<file path="config.mk">
export PLATFORM = sky130hd
export DESIGN_NAME = perf_monitor
export DESIGN_NICKNAME = d
export VERILOG_FILES = /design/src/common/cache_port_pkg.sv /design/src/common/perf_pkg.sv /design/src/perf_monitor/perf_monitor.sv /design/src/perf_monitor/pending_read_tracker.sv /design/src/perf_monitor/dcache_fire_tally.sv /design/src/source/report_trigger.sv
export SDC_FILE = /design/constraint.sdc
export NUM_CORES = 1
export LEC_CHECK = 0
export ABC_AREA = 1
export BUFFER_PORTS_ARGS = -buffer_cell sky130_fd_sc_hd__buf_2
export CAP_MARGIN = 0
export CORE_MARGIN = 2
export CORE_UTILIZATION = 55
export DETAILED_ROUTE_END_ITERATION = 10
export GPL_ROUTABILITY_DRIVEN = 0
export GPL_TIMING_DRIVEN = 0
export PLACE_DENSITY = 0.76
export SLEW_MARGIN = 20
export SYNTH_ARGS = -nofsm -noshare
export SYNTH_HDL_FRONTEND = slang
export SYNTH_HIERARCHICAL = 1
export SYNTH_SLANG_ARGS = --single-unit
</file>
<file path="constraint.sdc">
create_clock -name clk -period 4.95 [get_ports clk]
set_input_delay 0.99 -clock clk [delete_from_list [all_inputs] [get_ports clk]]
set_output_delay 0.99 -clock clk [all_outputs]
set_load 0.03 [all_outputs]
</file>
<file path="src/common/cache_port_pkg.sv">
////////////////////////////////////////////////////////////
// cache port definitions
// lane count and per-lane mask and count types
////////////////////////////////////////////////////////////

package cache_port_pkg;

    // request lanes on the data-cache port
    localparam int dcache_lanes = 4;

    // one bit per data-cache lane
    typedef logic [dcache_lanes-1:0] lane_mask_t;

    // lanes firing in one cycle, 0 to dcache_lanes
    typedef logic [$clog2(dcache_lanes+1)-1:0] lane_count_t;

    // instruction port fires at most once per cycle
    typedef logic fetch_count_t;

endpackage

</file>
<file path="src/common/perf_pkg.sv">
////////////////////////////////////////////////////////////
// perf counter definitions
// counter width, counter types and report interval default
// for the memory-side performance monitor
////////////////////////////////////////////////////////////

package perf_pkg;

    // width shared by every performance counter
    localparam int perf_ctr_bits = 44;

    // free-running event and latency totals
    typedef logic [perf_ctr_bits-1:0] perf_ctr_t;

    // outstanding-read count
    // kept signed so a transient negative value (response seen
    // before its buffered request) stays well defined
    typedef logic signed [perf_ctr_bits-1:0] pending_t;

    // cycles between periodic reports
    localparam int report_interval_default = 10000;

endpackage
</file>
<file path="src/perf_monitor/perf_monitor.sv">
////////////////////////////////////////////////////////////
// memory-side performance monitor
// observes the icache and dcache ports of one core, keeps
// fetch, load, store and latency counters and a report strobe
////////////////////////////////////////////////////////////

module perf_monitor #(
    parameter int report_interval = perf_pkg::report_interval_default,
    parameter int num_lanes       = cache_port_pkg::dcache_lanes
) (
    input  logic                       clk,
    input  logic                       reset,
    input  logic                       busy,

    // instruction cache port
    input  logic                       icache_req_valid,
    input  logic                       icache_req_ready,
    input  logic                       icache_rsp_valid,
    input  logic                       icache_rsp_ready,

    // data cache port, one bit per lane
    input  cache_port_pkg::lane_mask_t dcache_req_valid,
    input  cache_port_pkg::lane_mask_t dcache_req_ready,
    input  cache_port_pkg::lane_mask_t dcache_req_rw,
    input  cache_port_pkg::lane_mask_t dcache_rsp_valid,
    input  cache_port_pkg::lane_mask_t dcache_rsp_ready,

    output perf_pkg::perf_ctr_t        ifetches,
    output perf_pkg::perf_ctr_t        ifetch_latency,
    output perf_pkg::perf_ctr_t        loads,
    output perf_pkg::perf_ctr_t        stores,
    output perf_pkg::perf_ctr_t        load_latency,
    output logic                       report
);

    cache_port_pkg::fetch_count_t icache_req_fire;
    cache_port_pkg::fetch_count_t icache_rsp_fire;

    cache_port_pkg::lane_count_t  dcache_load_count;
    cache_port_pkg::lane_count_t  dcache_rsp_count;

    // single-request port, fires feed the tracker directly
    assign icache_req_fire = icache_req_valid & icache_req_ready;
    assign icache_rsp_fire = icache_rsp_valid & icache_rsp_ready;

    dcache_fire_tally #(
        .num_lanes        (num_lanes)
    ) dcache_fire_tally_inst (
        .clk              (clk),
        .reset            (reset),
        .dcache_req_valid (dcache_req_valid),
        .dcache_req_ready (dcache_req_ready),
        .dcache_req_rw    (dcache_req_rw),
        .dcache_rsp_valid (dcache_rsp_valid),
        .dcache_rsp_ready (dcache_rsp_ready),
        .load_count       (dcache_load_count),
        .rsp_count        (dcache_rsp_count),
        .stores           (stores)
    );

    pending_read_tracker #(
        .count_t   (cache_port_pkg::fetch_count_t)
    ) icache_tracker (
        .clk       (clk),
        .reset     (reset),
        .req_count (icache_req_fire),
        .rsp_count (icache_rsp_fire),
        .requests  (ifetches),
        .latency   (ifetch_latency)
    );

    // load count arrives one cycle late from the tally buffer
    pending_read_tracker #(
        .count_t   (cache_port_pkg::lane_count_t)
    ) dcache_tracker (
        .clk       (clk),
        .reset     (reset),
        .req_count (dcache_load_count),
        .rsp_count (dcache_rsp_count),
        .requests  (loads),
        .latency   (load_latency)
    );

    report_trigger #(
        .report_interval (report_interval)
    ) report_trigger_inst (
        .clk    (clk),
        .reset  (reset),
        .busy   (busy),
        .report (report)
    );

endmodule

</file>
<file path="src/perf_monitor/pending_read_tracker.sv">
////////////////////////////////////////////////////////////
// pending read tracker
// totals accepted reads for one cache port, keeps the number
// still outstanding and accumulates it as read latency
////////////////////////////////////////////////////////////

module pending_read_tracker #(
    parameter type count_t = cache_port_pkg::lane_count_t
) (
    input  logic                clk,
    input  logic                reset,

    // reads accepted and returned this cycle
    input  count_t              req_count,
    input  count_t              rsp_count,

    output perf_pkg::perf_ctr_t requests,
    output perf_pkg::perf_ctr_t latency
);

    perf_pkg::pending_t pending;
    perf_pkg::pending_t req_ext;
    perf_pkg::pending_t rsp_ext;
    perf_pkg::pending_t pending_delta;

    // counts are unsigned, widen before taking the difference
    assign req_ext       = perf_pkg::pending_t'(req_count);
    assign rsp_ext       = perf_pkg::pending_t'(rsp_count);
    assign pending_delta = req_ext - rsp_ext;

    always_ff @(posedge clk) begin
        if (reset) begin
            requests <= '0;
        end else begin
            requests <= requests + perf_pkg::perf_ctr_t'(req_count);
        end
    end

    always_ff @(posedge clk) begin
        if (reset) begin
            pending <= '0;
        end else begin
            pending <= pending + pending_delta;
        end
    end

    // each cycle every outstanding read adds one cycle of latency
    // uses the count held before the edge, so a read accepted at
    // this edge only starts adding from the next one
    always_ff @(posedge clk) begin
        if (reset) begin
            latency <= '0;
        end else begin
            latency <= latency + perf_pkg::perf_ctr_t'(pending);
        end
    end

endmodule

</file>
<file path="src/perf_monitor/dcache_fire_tally.sv">
////////////////////////////////////////////////////////////
// dcache fire tally
// per-lane load, store and response fire detection with a
// one-cycle request buffer, population counts, store total
////////////////////////////////////////////////////////////

module dcache_fire_tally #(
    parameter int num_lanes = cache_port_pkg::dcache_lanes
) (
    input  logic                        clk,
    input  logic                        reset,

    input  cache_port_pkg::lane_mask_t  dcache_req_valid,
    input  cache_port_pkg::lane_mask_t  dcache_req_ready,
    input  cache_port_pkg::lane_mask_t  dcache_req_rw,
    input  cache_port_pkg::lane_mask_t  dcache_rsp_valid,
    input  cache_port_pkg::lane_mask_t  dcache_rsp_ready,

    output cache_port_pkg::lane_count_t load_count,
    output cache_port_pkg::lane_count_t rsp_count,
    output perf_pkg::perf_ctr_t         stores
);

    cache_port_pkg::lane_mask_t  rd_fire;
    cache_port_pkg::lane_mask_t  wr_fire;
    cache_port_pkg::lane_mask_t  rsp_fire;
    cache_port_pkg::lane_mask_t  rd_fire_r;
    cache_port_pkg::lane_mask_t  wr_fire_r;
    cache_port_pkg::lane_count_t wr_count;

    // number of set bits among the active lanes
    function automatic cache_port_pkg::lane_count_t pop_count(
        input cache_port_pkg::lane_mask_t mask
    );
        cache_port_pkg::lane_count_t total;
        total = '0;
        for (int i = 0; i < num_lanes; i++) begin
            total = total + cache_port_pkg::lane_count_t'(mask[i]);
        end
        return total;
    endfunction

    // a lane fires when valid and ready meet, rw picks store
    always_comb begin
        rd_fire  = '0;
        wr_fire  = '0;
        rsp_fire = '0;
        for (int i = 0; i < num_lanes; i++) begin
            rd_fire[i]  = dcache_req_valid[i] & dcache_req_ready[i] & ~dcache_req_rw[i];
            wr_fire[i]  = dcache_req_valid[i] & dcache_req_ready[i] & dcache_req_rw[i];
            rsp_fire[i] = dcache_rsp_valid[i] & dcache_rsp_ready[i];
        end
    end

    // request fires held for one cycle before counting
    always_ff @(posedge clk) begin
        if (reset) begin
            rd_fire_r <= '0;
            wr_fire_r <= '0;
        end else begin
            rd_fire_r <= rd_fire;
            wr_fire_r <= wr_fire;
        end
    end

    assign load_count = pop_count(rd_fire_r);
    assign wr_count   = pop_count(wr_fire_r);

    // responses are counted in the cycle they fire
    assign rsp_count  = pop_count(rsp_fire);

    always_ff @(posedge clk) begin
        if (reset) begin
            stores <= '0;
        end else begin
            stores <= stores + perf_pkg::perf_ctr_t'(wr_count);
        end
    end

endmodule

</file>
<file path="src/source/report_trigger.sv">
////////////////////////////////////////////////////////////
// report trigger
// one-cycle report strobe on a busy falling edge and at a
// fixed cycle interval
////////////////////////////////////////////////////////////

module report_trigger #(
    parameter int report_interval = 10000
) (
    input  logic clk,
    input  logic reset,
    input  logic busy,
    output logic report
);

    // wide enough to hold report_interval, at least one bit
    localparam int interval_bits = $clog2(report_interval + 2);

    logic                     busy_prev;
    logic [interval_bits-1:0] interval_count;
    logic                     busy_fall;
    logic                     interval_wrap;

    assign busy_fall     = busy_prev & ~busy;
    assign interval_wrap = (interval_count == interval_bits'(report_interval));

    always_ff @(posedge clk) begin
        if (reset) begin
            busy_prev <= 1'b0;
        end else begin
            busy_prev <= busy;
        end
    end

    // counts 0 .. report_interval, then starts over
    always_ff @(posedge clk) begin
        if (reset) begin
            interval_count <= '0;
        end else if (interval_wrap) begin
            interval_count <= '0;
        end else begin
            interval_count <= interval_count + 1'b1;
        end
    end

    // either source raises the strobe for the next cycle only
    always_ff @(posedge clk) begin
        if (reset) begin
            report <= 1'b0;
        end else begin
            report <= busy_fall | interval_wrap;
        end
    end

endmodule

</file>
==> results.md, run 1 <==
* IO buf count at 247
* CTS tree: yes
* CTS Buf Count at between 40 and 50
* Vias at a little under 30,000
* DRC Markers at 0
* Critical path required time at 5.45 ns
* Sw Share at 45.47%
* CP endpoint: dcache_tracker/pending[35]
* P_int at about 0.0070 W
* Initial DRC Count at around 2,700
* Rows at between 70 and 80
* Hpwl dp at ~67,000 um
* Total core area at about 47,000 um^2
* Worst Path Buf+Inv at 5
* Status: completed
* Worst path top cell family by delay: adder cells
* First-pass GRT wire length at between 100,000 and 150,000 um
* Total setup buffers inserted after CTS at 0
* Period minus WS final at about 4.4 ns
* Async set-reset flop share out of synthesis at 0%
* Final worst path period share at about nine tenths
* Worst path max stage delay at 0.61 ns
* Total gr overflow at 0
* Worst-Margin Slew at 0.8596 ns
* H-tree levels at 2
* Antenna-violating nets left at 0
* Vias per cell at around 5.4
* Post-route setup TNS at 0 ns
* Top_reg_cell synth: dfxtp_1
* Initial antenna violation count at 1
* Total die area at roughly 50,000 um^2
* Crit Reg-Reg Endpoint: dcache_tracker/pending[35]
* Setup Crit Path Kind: input port to register
* Worst r2r src: dcache_fire_tally_inst/rd_fire_r[0]
* Switching power at roughly 0.006 W
* Fillers at roughly 4,700
* Detailed Route WL at around 84,000 um
* Max Fclk at around 230 MHz
* Combinational cell fraction of total power at 46.5%
* WP depth at 22
* Clock power frac at roughly a quarter
* Commonest non-fill, non-tap cell in the layout: nand2_1
* Clock Skews at around 0.022 ns
* Seq pwr share at 27.9%
* Hold Fails Final Rpt at 0
* Die H at about 220 um
* Worst-Skew Late Latency at 0.60 ns
* Ys Warns at 6
* Clock root cell: clkbuf_16
* R2R cell count at 20
* Max VDD drop at 0.3138 mV
* Chip width at between 200 and 250 um
* Reg clk slew, reported paths at around 0.060 ns
* Leak at 14.92 nW
* DR pass1 iterations at 6
* Clk sinks at roughly 330
* Distinct cells, synth at 44
* Critical path launch point: dcache_rsp_valid[0]
* CTS max path bufs at 3
* Final Setup Violations at 0
* Flop2flop setup slack at a little under 0.7 ns
* Area growth from synthesis to layout at 13.25%
* Worst EP arrival at slightly below 5 ns
* Crit. End Element: register
* RSZ-0062 raised after global routing: no
* Max-Cap Viols at 0
* Worst setup SP type: input port
* CTS Hold Buffers Added at 0
* GR Util All Layers at between 30 and 40%
* Avg WL per Cell at 15.29 um
* Num ports at ~250
* CP max FO at 40
* Mapped Cells at between 4,000 and 5,000
* Syn nets at around 4,700
* Avg Cell Area, Syn at between 5 and 6 um^2
* Vias in the first global route at roughly 27,000
* Share of cells above drive strength 1 at under 10%
* Ant diodes at 0
* Synthesized cell area at between 20,000 and 30,000 um^2
* Post-CTS sizing at 0
* Number of synthesized register bits at 332
* CP dominant cell by count: nand2_1
* Pin count of the biggest net entering global routing at 41
* Pwr/cell area at around 430 nW/um^2
* Layout net count at between 5,000 and 6,000
* Worst rel slew slack at a little over two fifths
* Worst min-delay path class: register to register
* Slowest CP cell: inv_2
* Fin Hold WS at roughly 0.45 ns
* Count of pins over their slew limit at 0
* Seq/Total Area, Yosys at 25.40%
* Number of synthesized flops with an enable pin at 0
* Worst path cell trace: buf_2, nand2_1, fa_1, inv_1, ha_1, ha_1, inv_1, ha_1, a21oi_1, nand2_1, inv_2, ha_1, nand2_1, inv_1, nand2_1, nor2_1, nand4_1, nand3_1, nand2_1, nand3_1, nand2_1, nor2_1
* Most frequent cells in the layout: 1,485 x nand2_1, 699 x inv_1, 659 x nor2_1
* Initial Util at a little under three fifths
==> registers in the layout (all words and copies together) (netlist names), 4 cells and up <==
name	flops
dcache_tracker/requests	44
dcache_fire_tally_inst/rd_fire_r	4
dcache_tracker/latency	44
icache_tracker/requests	44
icache_tracker/pending	44
icache_tracker/latency	44
report_trigger_inst/interval_count	14
dcache_tracker/pending	44
dcache_fire_tally_inst/wr_fire_r	4
dcache_fire_tally_inst/stores	44
==> worst min path at each step <==
stage                                          startpoint                               endpoint  slack (ns)  cells after the start
global placement            report_trigger_inst/busy_prev             report_trigger_inst/report        0.44                      2
floorplan                   report_trigger_inst/busy_prev             report_trigger_inst/report        0.42                      2
global route                report_trigger_inst/busy_prev             report_trigger_inst/report        0.48                      2
finish                      report_trigger_inst/busy_prev             report_trigger_inst/report        0.45                      2
detailed placement  report_trigger_inst/interval_count[0]  report_trigger_inst/interval_count[0]        0.45                      1
CTS                         report_trigger_inst/busy_prev             report_trigger_inst/report        0.46                      2
==> per-layer routing <==
layer  track usage [%]  vias to the layer above  wire [um]
li1                  -                    14960          -
met1             42.65                    13000      36330
met2             54.51                     1140      36620
met3             5.142                      249       6521
met4             16.04                        2       4269
met5                 0                        -         12
==> area by class of cell <==
cell class                 count  area [um^2]  share of cell area [%]
sequential                   332         6646                   22.43
buffer                        51        257.7                  0.8697
clock inverter                16        257.7                  0.8697
clock buffer                  59         1214                   4.095
timing repair buffer         247         1236                   4.171
tap                          607        759.5                   2.563
inverter                     718         2695                   9.094
multi-input combinational   3448        16570                   55.91
==> power groups by stage <==
stage          Sequential (W)  Clock [W]  Combinational (W)
2_1_floorplan         0.00391          0            0.00403
3_3_place_gp          0.00361          0            0.00575
3_5_place_dp          0.00361          0            0.00583
4_1_cts               0.00356    0.00333            0.00587
5_1_grt               0.00361    0.00344            0.00678
6_report              0.00358    0.00329            0.00597
==> stage by stage <==
stage / total power [W] / instances / worst slack, ns / area, um^2 / utilization, %
final: 0.01284 / 5478 / 0.5100 / 29640 / 63.39
after global routing: 0.01383 / 5478 / 0.1300 / 29640 / 63.39
after CTS: 0.01276 / 5478 / 0.5811 / 29640 / 63.39
after detailed placement: 0.009440 / 5403 / -0.02772 / 28160 / 60.24
after global placement: 0.009356 / 5403 / -0.4491 / 28160 / 60.24
after floorplan: 0.007936 / 4549 / 0.3282 / 26170 / -
==> synthesized netlist by cell type, types with 4 or more instances <==
cell         n  area, um^2
and2_1       9       56.30
o21bai_1    21       157.7
nor4_1       9       56.30
ha_1       148        1852
xnor2_1     11       96.34
a21oi_1    375        1877
nor3b_1     13       97.59
nor2_4      16       180.2
a211oi_1     5       37.54
o21ai_1      6       30.03
nor2_1     659        2474
inv_1      700        2628
or2_2        7       43.79
or2_0       11       68.82
nand2_1   1485        5574
nor2_2      33       206.5
a31oi_1     10       62.56
xor2_1      17       148.9
inv_2       17       63.81
fa_1        10       200.2
nand4_1     52       325.3
nand3_2     19       190.2
nor3_2       8       80.08
buf_6        5       56.30
dfxtp_1    332        6646
nand3_1    229        1146
nand2_2     17       106.4
nand3b_1    12       90.09
o21a_1      16       120.1
nor3_1      53       265.3
clkbuf_1    29       108.9
buf_4        4       30.03
o21ai_0    186       930.9
buf_2       11       55.05
==> cells by family (layout without fill, tap and decap cells) <==
kind of cell	after synthesis	count (layout)	synth area share (%)
DFF	332	332	25.40
xor gates and xnor gates	28	28	0.9371
adders and majority gates	158	158	7.841
AOI/OAI and AO/OA	626	626	12.50
buffers and inverters	769	1091	11.28
and+or+nand+nor	2636	2636	42.04
==> tightest hold or removal path, delay by kind of cell (launching register included) <==
kind | cells | cell delay [ns]
AOI/OAI and AO/OA | 1 | 0.06
DFF | 1 | 0.30
and+or+nand+nor | 1 | 0.05
No activity file was read; power rests on OpenSTA's default activity.
==> inputs of run 2 (changes only) <==
--- a/config.mk
+++ b/config.mk
@@ -10,6 +10,7 @@
 export CAP_MARGIN = 0
 export CORE_MARGIN = 2
 export CORE_UTILIZATION = 55
+export CTS_BUF_LIST = sky130_fd_sc_hd__clkbuf_4
 export DETAILED_ROUTE_END_ITERATION = 10
 export GPL_ROUTABILITY_DRIVEN = 0
 export GPL_TIMING_DRIVEN = 0
==> constraint.sdc (replaced) <==
create_clock -name clk -period 4.95 [get_ports clk]
set_input_delay 0.7425 -clock clk [delete_from_list [all_inputs] [get_ports clk]]
set_output_delay 0.7425 -clock clk [all_outputs]
set_load 0.03 [all_outputs]
==> results.md, run 2 (synthesis results as in run 1) <==
* Status: completed (unchanged)
* Worst r2r src: dcache_fire_tally_inst/rd_fire_r[0] (unchanged)
* Hold endpoint: dcache_fire_tally_inst/rd_fire_r[1] (was report_trigger_inst/report)
* Hpwl dp at 67,070 um (unchanged)
* DR pass1 iterations at 9 (was 6)
* Total gr overflow at 0 (unchanged)
* Total die area at 49,340 um^2 (unchanged)
* Worst setup SP type: register (was input port)
* Vias per cell at 5.309 (was 5.357)
* Max VDD drop at 0.2233 mV (was 0.3138 mV)
* Final Setup Violations at 0 (unchanged)
* Count of pins over their slew limit at 0 (unchanged)
* Flop2flop setup slack at 0.73 ns (was 0.68 ns)
* Worst path cell trace: inv_1, fa_1, inv_1, ha_1, ha_1, ha_1, a21oi_1, nand2_1, inv_2, ha_1, nand2_1, nor2_1, nand2_1, nor2_1, nand3_1, nand3_1, nand2_1, inv_1, nor2_1 (was buf_2, nand2_1, fa_1, inv_1, ha_1, ha_1, inv_1, ha_1, a21oi_1, nand2_1, inv_2, ha_1, nand2_1, inv_1, nand2_1, nor2_1, nand4_1, nand3_1, nand2_1, nand3_1, nand2_1, nor2_1)
* Reg clk slew, reported paths at 0.06 ns (about the same)
* Total setup buffers inserted after CTS at 0 (unchanged)
* CTS max path bufs at 3 (unchanged)
* Clock root cell: clkbuf_4 (was clkbuf_16)
* CTS Hold Buffers Added at 1 (was 0)
* Worst path top cell family by delay: adder cells (unchanged)
* DRC Markers at 0 (unchanged)
* IO buf count at 247 (unchanged)
* Worst path max stage delay at 0.61 ns (about the same)
* Final worst path period share at 85.20% (was 89.70%)
* Clk sinks at 332 (unchanged)
* Share of cells above drive strength 1 at 10.66% (was 9.423%)
* Final instance area at 29,290 um^2 (was 29,640 um^2)
* Pin count of the biggest net entering global routing at 41 (unchanged)
* Leak at 14.85 nW (was 14.92 nW)
* Period minus WS final at 4.217 ns (was 4.440 ns)
* Non-Filler Instances at 5,563 (was 5,478)
* Setup Crit Path Kind: register to register (was input port to register)
* Crit Reg-Reg Endpoint: dcache_tracker/pending[42] (was dcache_tracker/pending[35])
* Commonest non-fill, non-tap cell in the layout: nand2_1 (unchanged)
* R2R cell count at 19 (was 20)
* Worst-Skew Late Latency at 0.87 ns (was 0.60 ns)
* Most frequent cells in the layout: 1,485 x nand2_1, 699 x inv_1, 659 x nor2_1 (unchanged)
* Worst-Margin Slew at 0.8820 ns (was 0.8596 ns)
* H-tree levels at 3 (was 2)
* Initial antenna violation count at 2 (was 1)
* Avg WL per Cell at 14.99 um (was 15.29 um)
* Hold Fails Final Rpt at 0 (unchanged)
* CTS tree: yes (unchanged)
* Initial DRC Count at 2,707 (was 2,737)
* CTS Buf Count at 94 (was 41)
* Rows at 79 (unchanged)
* Worst slack, placed at 0.2198 ns (was -0.02772 ns)
* Max Fclk at 237.1 MHz (was 225.2 MHz)
* Multi-input logic area at 16,570 um^2 (unchanged)
* Vias in the first global route at 26,910 (was 26,760)
* Num ports at 248 (unchanged)
* Die H at 222.1 um (unchanged)
* CP max FO at 40 (unchanged)
* GR Util All Layers at 33.24% (was 33.23%)
* Critical path required time at 5.68 ns (was 5.45 ns)
* Worst rel slew slack at 40.65% (was 42.16%)
* Worst Path Buf+Inv at 4 (was 5)
* Worst EP arrival at 4.95 ns (was 4.94 ns)
* Antenna-violating nets left at 0 (unchanged)
* Detailed Route WL at 83,380 um (was 83,750 um)
* Slowest CP cell: inv_2 (unchanged)
* Fin Hold WS at 0.07159 ns (was 0.4547 ns)
* Power consumption at 0.01200 W (was 0.01284 W)
* Area growth from synthesis to layout at 11.91% (was 13.25%)
* Placed inst area at 28,160 um^2 (unchanged)
* RSZ-0062 raised after global routing: no (unchanged)
* Layout net count at 5,078 (was 5,024)
* Hold Path Depth at 2 (unchanged)
* Max-Cap Viols at 0 (unchanged)
* Initial Util at 55.97% (unchanged)
* First-pass GRT wire length at 132,700 um (was 132,900 um)
* Pwr/cell area at 409.7 nW/um^2 (was 433.1 nW/um^2)
* HP Start: dcache_req_rw[1] (was report_trigger_inst/busy_prev)
* Worst min-delay path class: input port to register (was register to register)
* Vias at 29,540 (was 29,340)
* Placed cell count at 5,403 (unchanged)
* Register area at 6646 um^2 (unchanged)
* Fillers at 4,819 (was 4,713)
* Clock Skews at 0.04320 ns (was 0.02153 ns)
* Chip width at 222.1 um (unchanged)
* Crit. End Element: register (unchanged)
* Setup ws final at 0.7328 ns (was 0.5100 ns)
* Total core area at 46,750 um^2 (unchanged)
* Post-CTS sizing at 0 (unchanged)
-- run 2: changes by cell type in the layout (fill, tap and decap cells not counted) --
cell           delta
clkbuf_4        +131
clkbuf_16        -41
clkinv_1         +18
clkbuf_8         -12
clkbuf_1          -6
bufinv_16         -5
clkinv_2          -4
diode_2           +3
inv_16            -3
clkinv_4          +2
clkinvlp_4        +1
dlygate4sd3_1     +1
-- run 2: cell type report --
cell class | count | area share, %
plain buffers | 51 | 0.8801
clock buffers | 131 | 3.358
inverters | 718 | 9.203
multi-input cells | 3448 | 56.58
flip-flops and latches | 332 | 22.70
repair buffers | 248 | 4.255
well taps | 607 | 2.593
diodes | 3 | 0.02563
clock inverters | 25 | 0.4102
-- run 2: routing by layer --
metal | global-route usage (%) | up-vias | part of all wire, %
li1 | - | 15100 | -
met3 | 6.136 | 263 | 8.2
met1 | 42.45 | 12980 | 43
met5 | 0 | - | 0
met2 | 53.57 | 1194 | 43
met4 | 16.98 | 0 | 5.0
-- run 2: where the power goes --
group          internal [W]  switching (W)
sequential          0.00313       0.000445
clock               0.00121        0.00127
combinational       0.00188        0.00406
-- run 2: how the worst max path moves through the flow --
stage / from / to / slack, ns / cells after the start
global route: dcache_fire_tally_inst/rd_fire_r[0] / dcache_tracker/pending[35] / 0.35 / 20
CTS: dcache_fire_tally_inst/rd_fire_r[0] / dcache_tracker/pending[35] / 0.75 / 20
global placement: dcache_rsp_valid[0] / dcache_tracker/pending[40] / -0.20 / 21
finish: dcache_fire_tally_inst/rd_fire_r[0] / dcache_tracker/pending[42] / 0.73 / 19
detailed placement: dcache_rsp_valid[0] / dcache_tracker/pending[35] / 0.22 / 22
floorplan: dcache_rsp_valid[0] / dcache_tracker/pending[36] / 0.58 / 19
-- run 2: metrics by stage --
step	util (%)	setup TNS (ns)
global placement	60.24	-2.802
floorplan	-	0
finish	62.64	0
detailed placement	60.24	0
CTS	62.62	0
global route	62.64	0
-- run 2: worst register-to-register path: stages, from the launching register on --
cell and delay, ns:
dfxtp_1 0.31, inv_1 0.05, fa_1 0.53, inv_1 0.04
ha_1 0.17, ha_1 0.35, ha_1 0.21, a21oi_1 0.15
nand2_1 0.16, inv_2 0.61, ha_1 0.34, nand2_1 0.12
nor2_1 0.25, nand2_1 0.14, nor2_1 0.20, nand3_1 0.21
nand3_1 0.14, nand2_1 0.05, inv_1 0.05, nor2_1 0.03
